==> src/verilog/axi3ReadPkg.sv <==
package axi3ReadPkg;

	// ======================================================================
	// Bus widths
	// ======================================================================
	localparam int addrWidth = 32;         // Byte address
	localparam int dataWidth = 32;         // One beat on both sides
	localparam int idWidth   = 4;          // Transaction ID

	// Buffer depths as log2 of the entry count
	localparam int idFifoDepthLog2   = 3;  // Up to 8 requests in flight
	localparam int dataFifoDepthLog2 = 4;  // 16 buffered slave beats

	// Burst limits
	localparam int axi3MaxBeats = 16;      // Beats in a full AXI3 segment

	// ======================================================================
	// Typed vectors
	// ======================================================================
	typedef logic [addrWidth-1:0] addrT;
	typedef logic [dataWidth-1:0] dataT;
	typedef logic [idWidth-1:0]   idT;
	typedef logic [7:0]           axi4LenT;   // Beats minus one, up to 256
	typedef logic [3:0]           axi3LenT;   // Beats minus one, up to 16
	typedef logic [2:0]           sizeT;      // Bytes per beat as log2
	typedef logic [1:0]           burstT;
	typedef logic [1:0]           lockT;      // AXI3 lock encoding
	typedef logic [3:0]           cacheT;
	typedef logic [2:0]           protT;
	typedef logic [1:0]           respT;

	localparam burstT burstFixed = 2'b00;     // Every beat at the same address

	// ======================================================================
	// State machines
	// ======================================================================
	typedef enum logic {arIdle, arIssue} arStateT;  // Address split
	typedef enum logic {rIdle, rSend} rStateT;      // Upstream data return

endpackage

==> src/verilog/syncFifo.sv <==
`timescale 1ns/100ps

module syncFifo #(
	parameter int fifoWidth = 8,   // Bits per entry
	parameter int depthLog2 = 3    // Entry count as log2
) (
	input  logic                 ACLK,
	input  logic                 sysReset,
	input  logic                 push,      // Ignored while full
	input  logic [fifoWidth-1:0] pushData,
	input  logic                 pop,       // Ignored while empty
	output logic [fifoWidth-1:0] popData,   // Head entry, valid while not empty
	output logic                 empty,
	output logic                 full
);

	// Storage array
	logic [fifoWidth-1:0] mem [2**depthLog2];

	// Pointers carry one extra wrap bit
	logic [depthLog2:0] wrPtr;
	logic [depthLog2:0] rdPtr;
	logic               wrEn;
	logic               rdEn;

	assign wrEn = push && !full;
	assign rdEn = pop && !empty;

	// Same index and same lap means empty, same index on another lap means full
	assign empty = (wrPtr == rdPtr);
	assign full  = (wrPtr[depthLog2] != rdPtr[depthLog2]) &&
		(wrPtr[depthLog2-1:0] == rdPtr[depthLog2-1:0]);

	// First word fall through
	assign popData = mem[rdPtr[depthLog2-1:0]];

	always_ff @(posedge ACLK)
	begin
		if (wrEn)
			mem[wrPtr[depthLog2-1:0]] <= pushData;
	end

	// Pointer update
	always_ff @(posedge ACLK or negedge sysReset)
	begin
		if (!sysReset)
		begin
			wrPtr <= '0;
			rdPtr <= '0;
		end
		else
		begin
			if (wrEn)
				wrPtr <= wrPtr + 1'b1;
			if (rdEn)
				rdPtr <= rdPtr + 1'b1;
		end
	end

endmodule

==> src/verilog/arSplitFsm.sv <==
`timescale 1ns/100ps

module arSplitFsm import axi3ReadPkg::*; (
	input  logic ACLK,
	input  logic sysReset,
	// AXI4 request handshake
	input  logic arValid,
	output logic arReady,
	input  logic idFifoFull,     // No room for another request record
	// Segment generator
	input  logic lastSeg,        // Current segment is the final one
	output logic loadReq,        // Latch the accepted request
	output logic advanceSeg,     // Step to the next segment
	// AXI3 address handshake
	output logic slaveArValid,
	input  logic slaveArReady,
	// Request record into the ID FIFO
	output logic reqPush
);

	arStateT state;
	arStateT nextState;
	logic    segAccept;          // AXI3 address handshake this cycle

	// ======================================================================
	// Handshake decode
	// ======================================================================

	// Only accept when the record can be stored
	assign arReady = (state == arIdle) && arValid && !idFifoFull;

	// Acceptance latches the request and logs its record in one cycle
	assign loadReq = arReady;
	assign reqPush = arReady;

	assign slaveArValid = (state == arIssue);    // Segment presented in every issue cycle
	assign segAccept    = slaveArValid && slaveArReady;
	assign advanceSeg   = segAccept && !lastSeg; // Final segment leaves the counter alone

	// ======================================================================
	// State machine
	// ======================================================================
	always_ff @(posedge ACLK or negedge sysReset)
	begin
		if (!sysReset)
			state <= arIdle;
		else
			state <= nextState;
	end

	always_comb
	begin
		nextState = state;
		case (state)
			arIdle:
			begin
				if (arReady)
					nextState = arIssue;     // First segment next cycle
			end
			arIssue:
			begin
				if (segAccept && lastSeg)
					nextState = arIdle;      // Whole request issued
			end
			default:
				nextState = arIdle;
		endcase
	end

endmodule

==> src/verilog/arSegmentGen.sv <==
`timescale 1ns/100ps

module arSegmentGen import axi3ReadPkg::*; (
	input  logic    ACLK,
	input  logic    sysReset,
	input  logic    loadReq,       // Request accepted this cycle
	input  logic    advanceSeg,    // Current segment accepted, more follow
	// AXI4 request attributes
	input  idT      arId,
	input  addrT    arAddr,
	input  axi4LenT arLen,
	input  sizeT    arSize,
	input  burstT   arBurst,
	input  lockT    arLock,
	input  cacheT   arCache,
	input  protT    arProt,
	output logic    lastSeg,       // Counter has run out
	// AXI3 segment attributes
	output idT      slaveArId,
	output addrT    slaveArAddr,
	output axi3LenT slaveArLen,
	output sizeT    slaveArSize,
	output burstT   slaveArBurst,
	output lockT    slaveArLock,
	output cacheT   slaveArCache,
	output protT    slaveArProt
);

	// Latched request
	idT      latId;
	sizeT    latSize;
	burstT   latBurst;
	lockT    latLock;
	cacheT   latCache;
	protT    latProt;
	axi3LenT lastLen;      // Length of the final segment

	addrT    segAddr;      // Address of the segment on the bus
	addrT    alignMask;    // Clears the sub-beat address bits
	addrT    segStride;    // Bytes covered by a full segment
	addrT    nextAddr;
	axi3LenT segCount;     // Segments still to follow the current one

	// ======================================================================
	// Segment address arithmetic
	// ======================================================================
	assign alignMask = ~((addrT'(1) << latSize) - addrT'(1));
	assign segStride = addrT'(axi3MaxBeats) << latSize;  // 16 beats of the burst size
	assign nextAddr  = (segAddr & alignMask) + segStride;

	// Request attributes and segment address
	always_ff @(posedge ACLK)
	begin
		if (loadReq)
		begin
			latId    <= arId;
			latSize  <= arSize;
			latBurst <= arBurst;
			latLock  <= arLock;
			latCache <= arCache;
			latProt  <= arProt;
			lastLen  <= arLen[3:0];   // Remainder beats
			segAddr  <= arAddr;       // First segment at the original address
		end
		else if (advanceSeg && (latBurst != burstFixed))
			segAddr <= nextAddr;      // FIXED bursts keep their address
	end

	// Segment counter
	always_ff @(posedge ACLK or negedge sysReset)
	begin
		if (!sysReset)
			segCount <= '0;
		else if (loadReq)
			segCount <= arLen[7:4];   // Number of full segments before the last
		else if (advanceSeg)
			segCount <= segCount - 1'b1;
	end

	// ======================================================================
	// Segment outputs
	// ======================================================================
	assign lastSeg    = (segCount == '0);
	assign slaveArLen = lastSeg ? lastLen : axi3LenT'(axi3MaxBeats - 1);

	assign slaveArId    = latId;
	assign slaveArAddr  = segAddr;
	assign slaveArSize  = latSize;
	assign slaveArBurst = latBurst;
	assign slaveArLock  = latLock;
	assign slaveArCache = latCache;
	assign slaveArProt  = latProt;

endmodule

==> src/verilog/rdataReturn.sv <==
`timescale 1ns/100ps

module rdataReturn import axi3ReadPkg::*; (
	input  logic ACLK,
	input  logic sysReset,
	// Request record FIFO head
	input  logic [$bits(idT)+$bits(axi4LenT)-1:0] reqRecord,  // ID above the AXI4 length
	input  logic reqEmpty,
	output logic reqPop,
	// Data FIFO head
	input  dataT beatData,
	input  respT beatResp,
	input  logic beatEmpty,
	output logic beatPop,
	// AXI4 read data channel
	output idT   rId,
	output dataT rData,
	output respT rResp,
	output logic rLast,
	output logic rValid,
	input  logic rReady
);

	rStateT  state;
	rStateT  nextState;
	idT      recId;        // ID of the burst at the head
	axi4LenT recLen;       // Its AXI4 length
	axi4LenT beatCount;    // Beats left after the current one
	logic    beatAccept;   // Upstream handshake this cycle
	logic    finalBeat;    // Counter at zero

	assign {recId, recLen} = reqRecord;

	// ======================================================================
	// Upstream beat decode
	// ======================================================================
	assign finalBeat  = (beatCount == '0);
	assign rValid     = (state == rSend) && !beatEmpty;  // Wait for each slave beat
	assign rLast      = rValid && finalBeat;
	assign beatAccept = rValid && rReady;

	assign rId   = recId;       // Restored from the request, not the slave
	assign rData = beatData;
	assign rResp = beatResp;

	assign beatPop = beatAccept;
	assign reqPop  = beatAccept && finalBeat;  // Record retires with the burst

	// Beat counter
	always_ff @(posedge ACLK or negedge sysReset)
	begin
		if (!sysReset)
			beatCount <= '0;
		else if ((state == rIdle) && (nextState == rSend))
			beatCount <= recLen;                 // Full AXI4 burst length
		else if (beatAccept && !finalBeat)
			beatCount <= beatCount - 1'b1;
	end

	// ======================================================================
	// State machine
	// ======================================================================
	always_ff @(posedge ACLK or negedge sysReset)
	begin
		if (!sysReset)
			state <= rIdle;
		else
			state <= nextState;
	end

	always_comb
	begin
		nextState = state;
		case (state)
			rIdle:
			begin
				if (!beatEmpty && !reqEmpty)
					nextState = rSend;   // Data waiting and its request known
			end
			rSend:
			begin
				if (beatAccept && finalBeat)
					nextState = rIdle;   // Idle cycle between bursts
			end
			default:
				nextState = rIdle;
		endcase
	end

endmodule

==> src/verilog/readProtConv.sv <==
`timescale 1ns/100ps

module readProtConv import axi3ReadPkg::*; (
	input  logic    ACLK,
	input  logic    sysReset,

	// AXI4 read address from the upstream master
	input  idT      arId,
	input  addrT    arAddr,
	input  axi4LenT arLen,
	input  sizeT    arSize,
	input  burstT   arBurst,
	input  lockT    arLock,
	input  cacheT   arCache,
	input  protT    arProt,
	input  logic    arValid,
	output logic    arReady,

	// AXI4 read data to the upstream master
	output idT      rId,
	output dataT    rData,
	output respT    rResp,
	output logic    rLast,
	output logic    rValid,
	input  logic    rReady,

	// AXI3 read address to the slave
	output idT      slaveArId,
	output addrT    slaveArAddr,
	output axi3LenT slaveArLen,
	output sizeT    slaveArSize,
	output burstT   slaveArBurst,
	output lockT    slaveArLock,
	output cacheT   slaveArCache,
	output protT    slaveArProt,
	output logic    slaveArValid,
	input  logic    slaveArReady,

	// AXI3 read data from the slave
	input  dataT    slaveRData,
	input  respT    slaveRResp,
	input  logic    slaveRLast,     // Upstream RLAST is rebuilt from the AXI4 length
	input  logic    slaveRValid,
	output logic    slaveRReady
);

	// Request record path
	logic                                 reqPush;
	logic                                 reqPop;
	logic                                 reqEmpty;
	logic                                 reqFull;
	logic [$bits(idT)+$bits(axi4LenT)-1:0] reqRecord;

	// Slave beat path
	logic                                 beatPop;
	logic                                 beatEmpty;
	logic                                 beatFull;
	logic [$bits(dataT)+$bits(respT)-1:0] beatHead;
	dataT                                 beatData;
	respT                                 beatResp;

	// Segment control
	logic loadReq;
	logic advanceSeg;
	logic lastSeg;

	// ======================================================================
	// Buffers
	// ======================================================================
	syncFifo #(.fifoWidth(idWidth + 8), .depthLog2(idFifoDepthLog2)) reqFifo (
		.ACLK(ACLK), .sysReset(sysReset),
		.push(reqPush), .pushData({arId, arLen}),
		.pop(reqPop), .popData(reqRecord),
		.empty(reqEmpty), .full(reqFull)
	);

	assign slaveRReady = !beatFull;   // Beat enters in the cycle of its handshake

	syncFifo #(.fifoWidth(dataWidth + 2), .depthLog2(dataFifoDepthLog2)) beatFifo (
		.ACLK(ACLK), .sysReset(sysReset),
		.push(slaveRValid), .pushData({slaveRData, slaveRResp}),
		.pop(beatPop), .popData(beatHead),
		.empty(beatEmpty), .full(beatFull)
	);

	assign {beatData, beatResp} = beatHead;

	// ======================================================================
	// Address split and data return
	// ======================================================================
	arSplitFsm arFsm (
		.ACLK(ACLK), .sysReset(sysReset),
		.arValid(arValid), .arReady(arReady), .idFifoFull(reqFull),
		.lastSeg(lastSeg), .loadReq(loadReq), .advanceSeg(advanceSeg),
		.slaveArValid(slaveArValid), .slaveArReady(slaveArReady),
		.reqPush(reqPush)
	);

	arSegmentGen segGen (
		.ACLK(ACLK), .sysReset(sysReset),
		.loadReq(loadReq), .advanceSeg(advanceSeg),
		.arId(arId), .arAddr(arAddr), .arLen(arLen), .arSize(arSize),
		.arBurst(arBurst), .arLock(arLock), .arCache(arCache), .arProt(arProt),
		.lastSeg(lastSeg),
		.slaveArId(slaveArId), .slaveArAddr(slaveArAddr), .slaveArLen(slaveArLen),
		.slaveArSize(slaveArSize), .slaveArBurst(slaveArBurst),
		.slaveArLock(slaveArLock), .slaveArCache(slaveArCache),
		.slaveArProt(slaveArProt)
	);

	rdataReturn rdReturn (
		.ACLK(ACLK), .sysReset(sysReset),
		.reqRecord(reqRecord), .reqEmpty(reqEmpty), .reqPop(reqPop),
		.beatData(beatData), .beatResp(beatResp),
		.beatEmpty(beatEmpty), .beatPop(beatPop),
		.rId(rId), .rData(rData), .rResp(rResp),
		.rLast(rLast), .rValid(rValid), .rReady(rReady)
	);

endmodule

==> config.mk <==
export PLATFORM = sky130hd
export DESIGN_NAME = readProtConv
export DESIGN_NICKNAME = d
export VERILOG_FILES = /design/src/verilog/axi3ReadPkg.sv /design/src/verilog/syncFifo.sv /design/src/verilog/arSplitFsm.sv /design/src/verilog/arSegmentGen.sv /design/src/verilog/rdataReturn.sv /design/src/verilog/readProtConv.sv
export SDC_FILE = /design/constraint.sdc
export NUM_CORES = 1
export LEC_CHECK = 0
export BUFFER_PORTS_ARGS = -buffer_cell sky130_fd_sc_hd__buf_2
export CORE_ASPECT_RATIO = 2
export CORE_MARGIN = 4
export CORE_UTILIZATION = 28
export DETAILED_ROUTE_END_ITERATION = 12
export GPL_TIMING_DRIVEN = 0
export PLACE_DENSITY_LB_ADDON = 0.3
export SKIP_LAST_GASP = 1
export SLEW_MARGIN = 20
export SYNTH_ARGS = -nofsm -noshare
export SYNTH_HDL_FRONTEND = slang
export SYNTH_SLANG_ARGS = --single-unit
==> constraint.sdc <==
create_clock -name ACLK -period 7 [get_ports ACLK]
set_clock_uncertainty 0.2 [all_clocks]
set_input_delay 1.05 -clock ACLK [delete_from_list [all_inputs] [get_ports ACLK]]
set_output_delay 1.05 -clock ACLK [all_outputs]
set_load 0.02 [all_outputs]
==> metrics.txt, run 1 <==
gpl congestion 0.853; Synth Warn # 0; area leader, netlist edfxtp_1; dpl hpwl 56.2 mm; Die ar. 0.110 mm2; Hold Slack 0.286 ns; Arr. time, crit path 4.12 ns; Cells after Synth 1,658; setup bufs post-CTS 0; Setup WS post-layout 1.63 ns; sequential-to-total area share from yosys stat 0.737; core area 0.104 mm2; RSZ-0062 raised after global routing no; Area Growth Syn to Fin 18.9%; IO Port Bufs 194; Crit path max-delay family buffers and inverters; drt first pass iters 7; CP bufs+invs 4; VDD IR-drop max 0.245 mV; Slew HR 0.282; Core Rows 167; worst slew pin tran 1.08 ns; setup slack after placement 2.20 ns; power per cell area 411 mW/mm2; Register Area 0.0216 mm2; critical path's slowest cell clkbuf_1; Async SR Flop Fraction 0.0441; Sum Neg Setup Slack 0 ns; CP Launch Type flop; minimum clock period 5.37 ns; end-of-flow core utilization 0.336; CTS buffer count 69; clock insertion delay at the later pin of the skew report 0.66 ns; share of the synthesized area in the top cell type 0.709; status completed; wire per inst 24.1 um; final net count 2,092; Mapped Avg Cell Area 17.7 um2; die height 466 um; FF-to-FF setup slack 2.19 ns; Netlist cell types 68; Worst Hold Class in2async; Crit path largest cell delay 0.78 ns; Crit path required time 5.75 ns; Final Non-Filler Cells 3,385; fillcell total 9,858; ys flop type edfxtp_1; TritonCTS clock tree built; Iter 0 DRT Violations 1,097; Die X 237 um; static leakage 11.8 nW; CTS Hold Bufs 0; # clock sinks 726; Multi-input gate area 0.00733 mm2; post-cts gate resize count 0; CP Cell Sequence clkbuf_1 > and2_1 > clkbuf_1 > clkbuf_1 > a221oi_1 > a22oi_1 > nand2_1 > buf_2; GRT overflow 0; vias in the first global route 17.7k; crit path capture type output port; Initial Util 0.283; Final Max Slew Viols 0; clock slew at reported path FFs 0.07 ns; Max Buffers Root-to-Sink 3; Residual DRC 0; leading cell type in the layout, fill and taps excluded edfxtp_1; Hold Vio Cnt, Final 0; final worst-path cycle share 0.767; synth top area cells edfxtp_1 71%, mux4_2 7.1%, mux2i_1 3.8%, dfrtp_1 2.7%, mux2_2 1.6%; Placed Cells 3,255; post-synthesis instance area 0.0294 mm2; io pins 196; Critical Path Fanout Max 10; CTS H-tree lvls 3; Peak Freq 0.186 GHz; clock root buffer clkbuf_16; Max Cap Viol 0; most frequent cells in the layout 694 x edfxtp_1, 253 x buf_2, 112 x mux2i_1; Yosys reg bits 726; Via density 4.86; most used cell, CP clkbuf_1; layout cells sized above 1 0.279; Via Count 16.5k; final wirelength 81.6 mm; initial antenna violation count 6; Final ANT Viol Nets 0; first-pass GRT wire length 117 mm; gr usage total 0.144; EDFF count, synth 694; largest net degree at the start of global routing 36; critical path class reg2out; Final Setup Violations 0; Synthesized Nets 1,776
[routing by layer]
layer | vias to the layer above | share of wire | GRT usage
met3 | 163 | 0.059 | 0.0294
met4 | 4 | 0.040 | 0.0615
met5 | - | 0.00033 | 0
met1 | 8385 | 0.34 | 0.145
li1 | 7259 | - | -
met2 | 639 | 0.56 | 0.283
[cells by family (layout without fill, tap and decap cells)]
family | after synthesis | in the layout | share of synthesized area
AND/OR/NAND/NOR | 247 | 247 | 0.0436
other | 0 | 3 | 0
XOR/XNOR | 49 | 49 | 0.0146
adder cells (fa/ha/maj) | 20 | 20 | 0.00869
flip-flops | 726 | 726 | 0.737
multiplexers | 246 | 246 | 0.125
buffers and inverters | 117 | 489 | 0.0173
AO/OA/AOI/OAI | 253 | 253 | 0.0545
[stage by stage]
step	cell area, um2	total power, W
4_1_cts	34900	0.0146
3_3_place_gp	32000	0.0105
3_5_place_dp	32600	0.0106
2_1_floorplan	29400	0.00866
5_1_grt	34900	0.0150
6_report	34900	0.0144
[Yosys cell counts, drive strengths merged, types with 16 or more instances]
library cell    n
edfxtp        694
mux2i         112
mux4           92
o21ai          92
nand2          91
clkbuf         54
a21oi          53
buf            43
mux2           42
nor2           37
xnor2          36
a221oi         35
a22oi          34
dfrtp          32
inv            20
ha             18
and2           16
[power by group]
part           total [W]  internal, W  switching (W)  leakage [nW]
registers        0.00560      0.00537       0.000235          6.68
clock network    0.00389      0.00219        0.00171          1.13
logic            0.00487      0.00170        0.00318          4.02
[registers in the layout (all words and copies together) (netlist names), 2 cells and up]
signal and flops:
beatFifo.mem 544, beatFifo.rdPtr 5, beatFifo.wrPtr 5, rdReturn.beatCount 8, reqFifo.mem 96, reqFifo.rdPtr 4
reqFifo.wrPtr 4, segGen.lastLen 4, segGen.segCount 4, segGen.slaveArAddr 32, segGen.slaveArBurst 2, segGen.slaveArCache 4
segGen.slaveArId 4, segGen.slaveArLock 2, segGen.slaveArProt 3, segGen.slaveArSize 3
[final cells by class]
type	count	share of cell area
buffer	97	0.0125
tap	1352	0.0484
clock inverter	41	0.0150
timing repair buffer	245	0.0399
sequential	726	0.620
inverter	20	0.00215
antenna	3	0.000215
clock buffer	86	0.0522
multi-input combinational	815	0.210
[worst paths after layout]
kind                                                         end                            start  cells past startpoint
worst max register to register  segGen.slaveArAddr[29]$_DFFE_PP_  segGen.slaveArSize[2]$_DFFE_PP_                     12
worst min register to register      reqFifo.wrPtr[3]$_DFFE_PN0P_     reqFifo.wrPtr[3]$_DFFE_PN0P_                      1
worst min-delay path                reqFifo.wrPtr[0]$_DFFE_PN0P_                         sysReset                      1
max in group asynchronous           reqFifo.wrPtr[3]$_DFFE_PN0P_                         sysReset                      1
min in group ACLK                   reqFifo.wrPtr[3]$_DFFE_PN0P_     reqFifo.wrPtr[3]$_DFFE_PN0P_                      1
worst max-delay path                                   rData[29]    beatFifo.rdPtr[2]$_DFFE_PN0P_                      8
Note: power is estimated with default switching activity, not from simulation.
==> run 2, diff against run 1 <==
==> constraint.sdc (replaced) <==
create_clock -name ACLK -period 4.6 [get_ports ACLK]
set_clock_uncertainty 0.2 [all_clocks]
set_input_delay 0.69 -clock ACLK [delete_from_list [all_inputs] [get_ports ACLK]]
set_output_delay 0.69 -clock ACLK [all_outputs]
set_load 0.02 [all_outputs]
==> metrics.txt, run 2 (synthesis gave the netlist of run 1 again) <==
status completed (unchanged); Setup WS post-layout 0.185 ns (was 1.63 ns); Die X 237 um (unchanged); vias in the first global route 17.8k (was 17.7k); Arr. time, crit path 4.56 ns (was 4.12 ns); Residual DRC 0 (unchanged); Iter 0 DRT Violations 1,197 (was 1,097); layout cells sized above 1 0.282 (was 0.279); max FFs per register 544 (unchanged); end-of-flow core utilization 0.338 (was 0.336); clock root buffer clkbuf_16 (unchanged); CP Launch Type flop (unchanged); Slew HR 0.282 (about the same); fillcell total 9,845 (was 9,858); GRT overflow 0 (unchanged); Max Cap Viol 0 (unchanged); Final Max Slew Viols 0 (unchanged); RSZ-0062 raised after global routing yes (was no); Hold Vio Cnt, Final 0 (unchanged); gr usage total 0.145 (was 0.144); CTS H-tree lvls 3 (unchanged); Multi-input gate area 0.00735 mm2 (was 0.00733 mm2); dpl hpwl 56.2 mm (unchanged); setup slack after placement -0.193 ns (was 2.20 ns); drt first pass iters 7 (unchanged); final wirelength 81.7 mm (was 81.6 mm); clock slew at reported path FFs 0.07 ns (about the same); wire per inst 24.0 um (was 24.1 um); die height 466 um (unchanged); Core Rows 167 (unchanged); first-pass GRT wire length 118 mm (was 117 mm); Worst Hold Class in2reg (was in2async); Via density 4.87 (was 4.86); core area 0.104 mm2 (unchanged); Die ar. 0.110 mm2 (unchanged); Peak Freq 0.227 GHz; critical path class reg2reg (was reg2out); clock insertion delay at the later pin of the skew report 0.66 ns (about the same); VDD IR-drop max 0.373 mV (was 0.245 mV); TritonCTS clock tree built (unchanged); Critical Path Fanout Max 10 (unchanged); FF-to-FF setup slack 0.19 ns (was 2.19 ns); Final ANT Viol Nets 0 (unchanged); largest net degree at the start of global routing 36 (unchanged); power per cell area 624 mW/mm2 (was 411 mW/mm2); most frequent cells in the layout 694 x edfxtp_1, 253 x buf_2, 112 x mux2i_1 (unchanged); Via Count 16.6k (was 16.5k); # clock sinks 726 (unchanged); final worst-path cycle share 0.960; Max Buffers Root-to-Sink 3 (unchanged); static leakage 11.9 nW (was 11.8 nW); Area Growth Syn to Fin 19.5% (was 18.9%); Final Setup Violations 0 (unchanged); final net count 2,107 (was 2,092); IO Port Bufs 194 (unchanged); Crit path required time 4.75 ns (was 5.75 ns); CTS buffer count 69 (unchanged); Register Area 0.0216 mm2 (unchanged); Initial Util 0.283 (unchanged); worst slew pin tran 1.08 ns (about the same); io pins 196 (unchanged); initial antenna violation count 6 (unchanged); minimum clock period 4.41 ns; gpl congestion 0.853 (unchanged); crit path capture type flop (was output port); leading cell type in the layout, fill and taps excluded edfxtp_1 (unchanged)
-- run 2: cell types whose count changed in the layout (fill, tap and decap cells not counted), sizes merged --
| cell | before | now |
|---|---|---|
| dlygate4sd3 | 0 | 15 |
| buf | 288 | 289 |
| clkbuf | 140 | 139 |
-- run 2: routing by layer --
layer	vias to the layer above	global-route usage	share of wire
met5	-	0	0.00033
met4	4	0.0606	0.040
met3	172	0.0293	0.058
met2	636	0.284	0.56
met1	8464	0.146	0.34
li1	7288	-	-
-- run 2: power breakdown --
part	total (W)	internal, W	switching (W)
Sequential	0.00852	0.00817	0.000357
Clock	0.00593	0.00333	0.00260
Combinational	0.00745	0.00260	0.00484
Total	0.0219	0.0141	0.00780
-- run 2: final cells by class --
class | count | area share
diodes | 3 | 0.000214
plain buffers | 96 | 0.0127
clock buffers | 86 | 0.0519
clock inverters | 41 | 0.0149
inverters | 20 | 0.00214
multi-input cells | 815 | 0.209
flip-flops and latches | 726 | 0.616
well taps | 1352 | 0.0482
repair buffers | 261 | 0.0442
-- run 2: repair_timing --
item	in CTS	in global routing
resized for setup	7	6
setup buffers	0	1
endpoints found under the hold margin	46	0
hold buffers	15	0
setup endpoints to repair	39	25
-- run 2: per-stage QoR --
stage               hold WS [ns]  power (W)  cell area [um2]  instances  setup TNS (ns)
finish                    0.0891     0.0219            35100       3400               0
global route              0.0624     0.0229            35100       3398         -0.0465
CTS                       0.0308     0.0222            35100       3396               0
detailed placement         0.276     0.0162            32600       3255          -0.965
global placement           0.274     0.0160            32000       3204         -978.09
floorplan                  0.194     0.0132            29400       1658         -116.60
-- run 2: worst paths after layout --
check | from | end | depth (start not counted)
setup / recovery | segGen.slaveArSize[1]$_DFFE_PP_ | segGen.slaveArAddr[18]$_DFFE_PP_ | 15
hold / removal | arAddr[2] | segGen.slaveArAddr[2]$_DFFE_PP_ | 3
setup reg to reg | segGen.slaveArSize[1]$_DFFE_PP_ | segGen.slaveArAddr[18]$_DFFE_PP_ | 15
hold reg to reg | reqFifo.wrPtr[3]$_DFFE_PN0P_ | reqFifo.wrPtr[3]$_DFFE_PN0P_ | 1
max in group asynchronous | sysReset | reqFifo.wrPtr[3]$_DFFE_PN0P_ | 2
min in group asynchronous | sysReset | reqFifo.wrPtr[0]$_DFFE_PN0P_ | 2
-- run 2: worst max-delay path: stages, from the launching register on --
cell,delay [ns]
edfxtp_1,0.43
clkbuf_1,0.24
or3b_2,0.57
ha_1,0.33
nand2b_1,0.12
o21ai_0,0.09
a21oi_1,0.14
ha_1,0.22
inv_1,0.07
fa_1,0.42
nor2b_1,0.19
o221ai_1,0.23
a31oi_4,0.42
o211ai_1,0.16
xnor2_1,0.18
a21oi_1,0.10
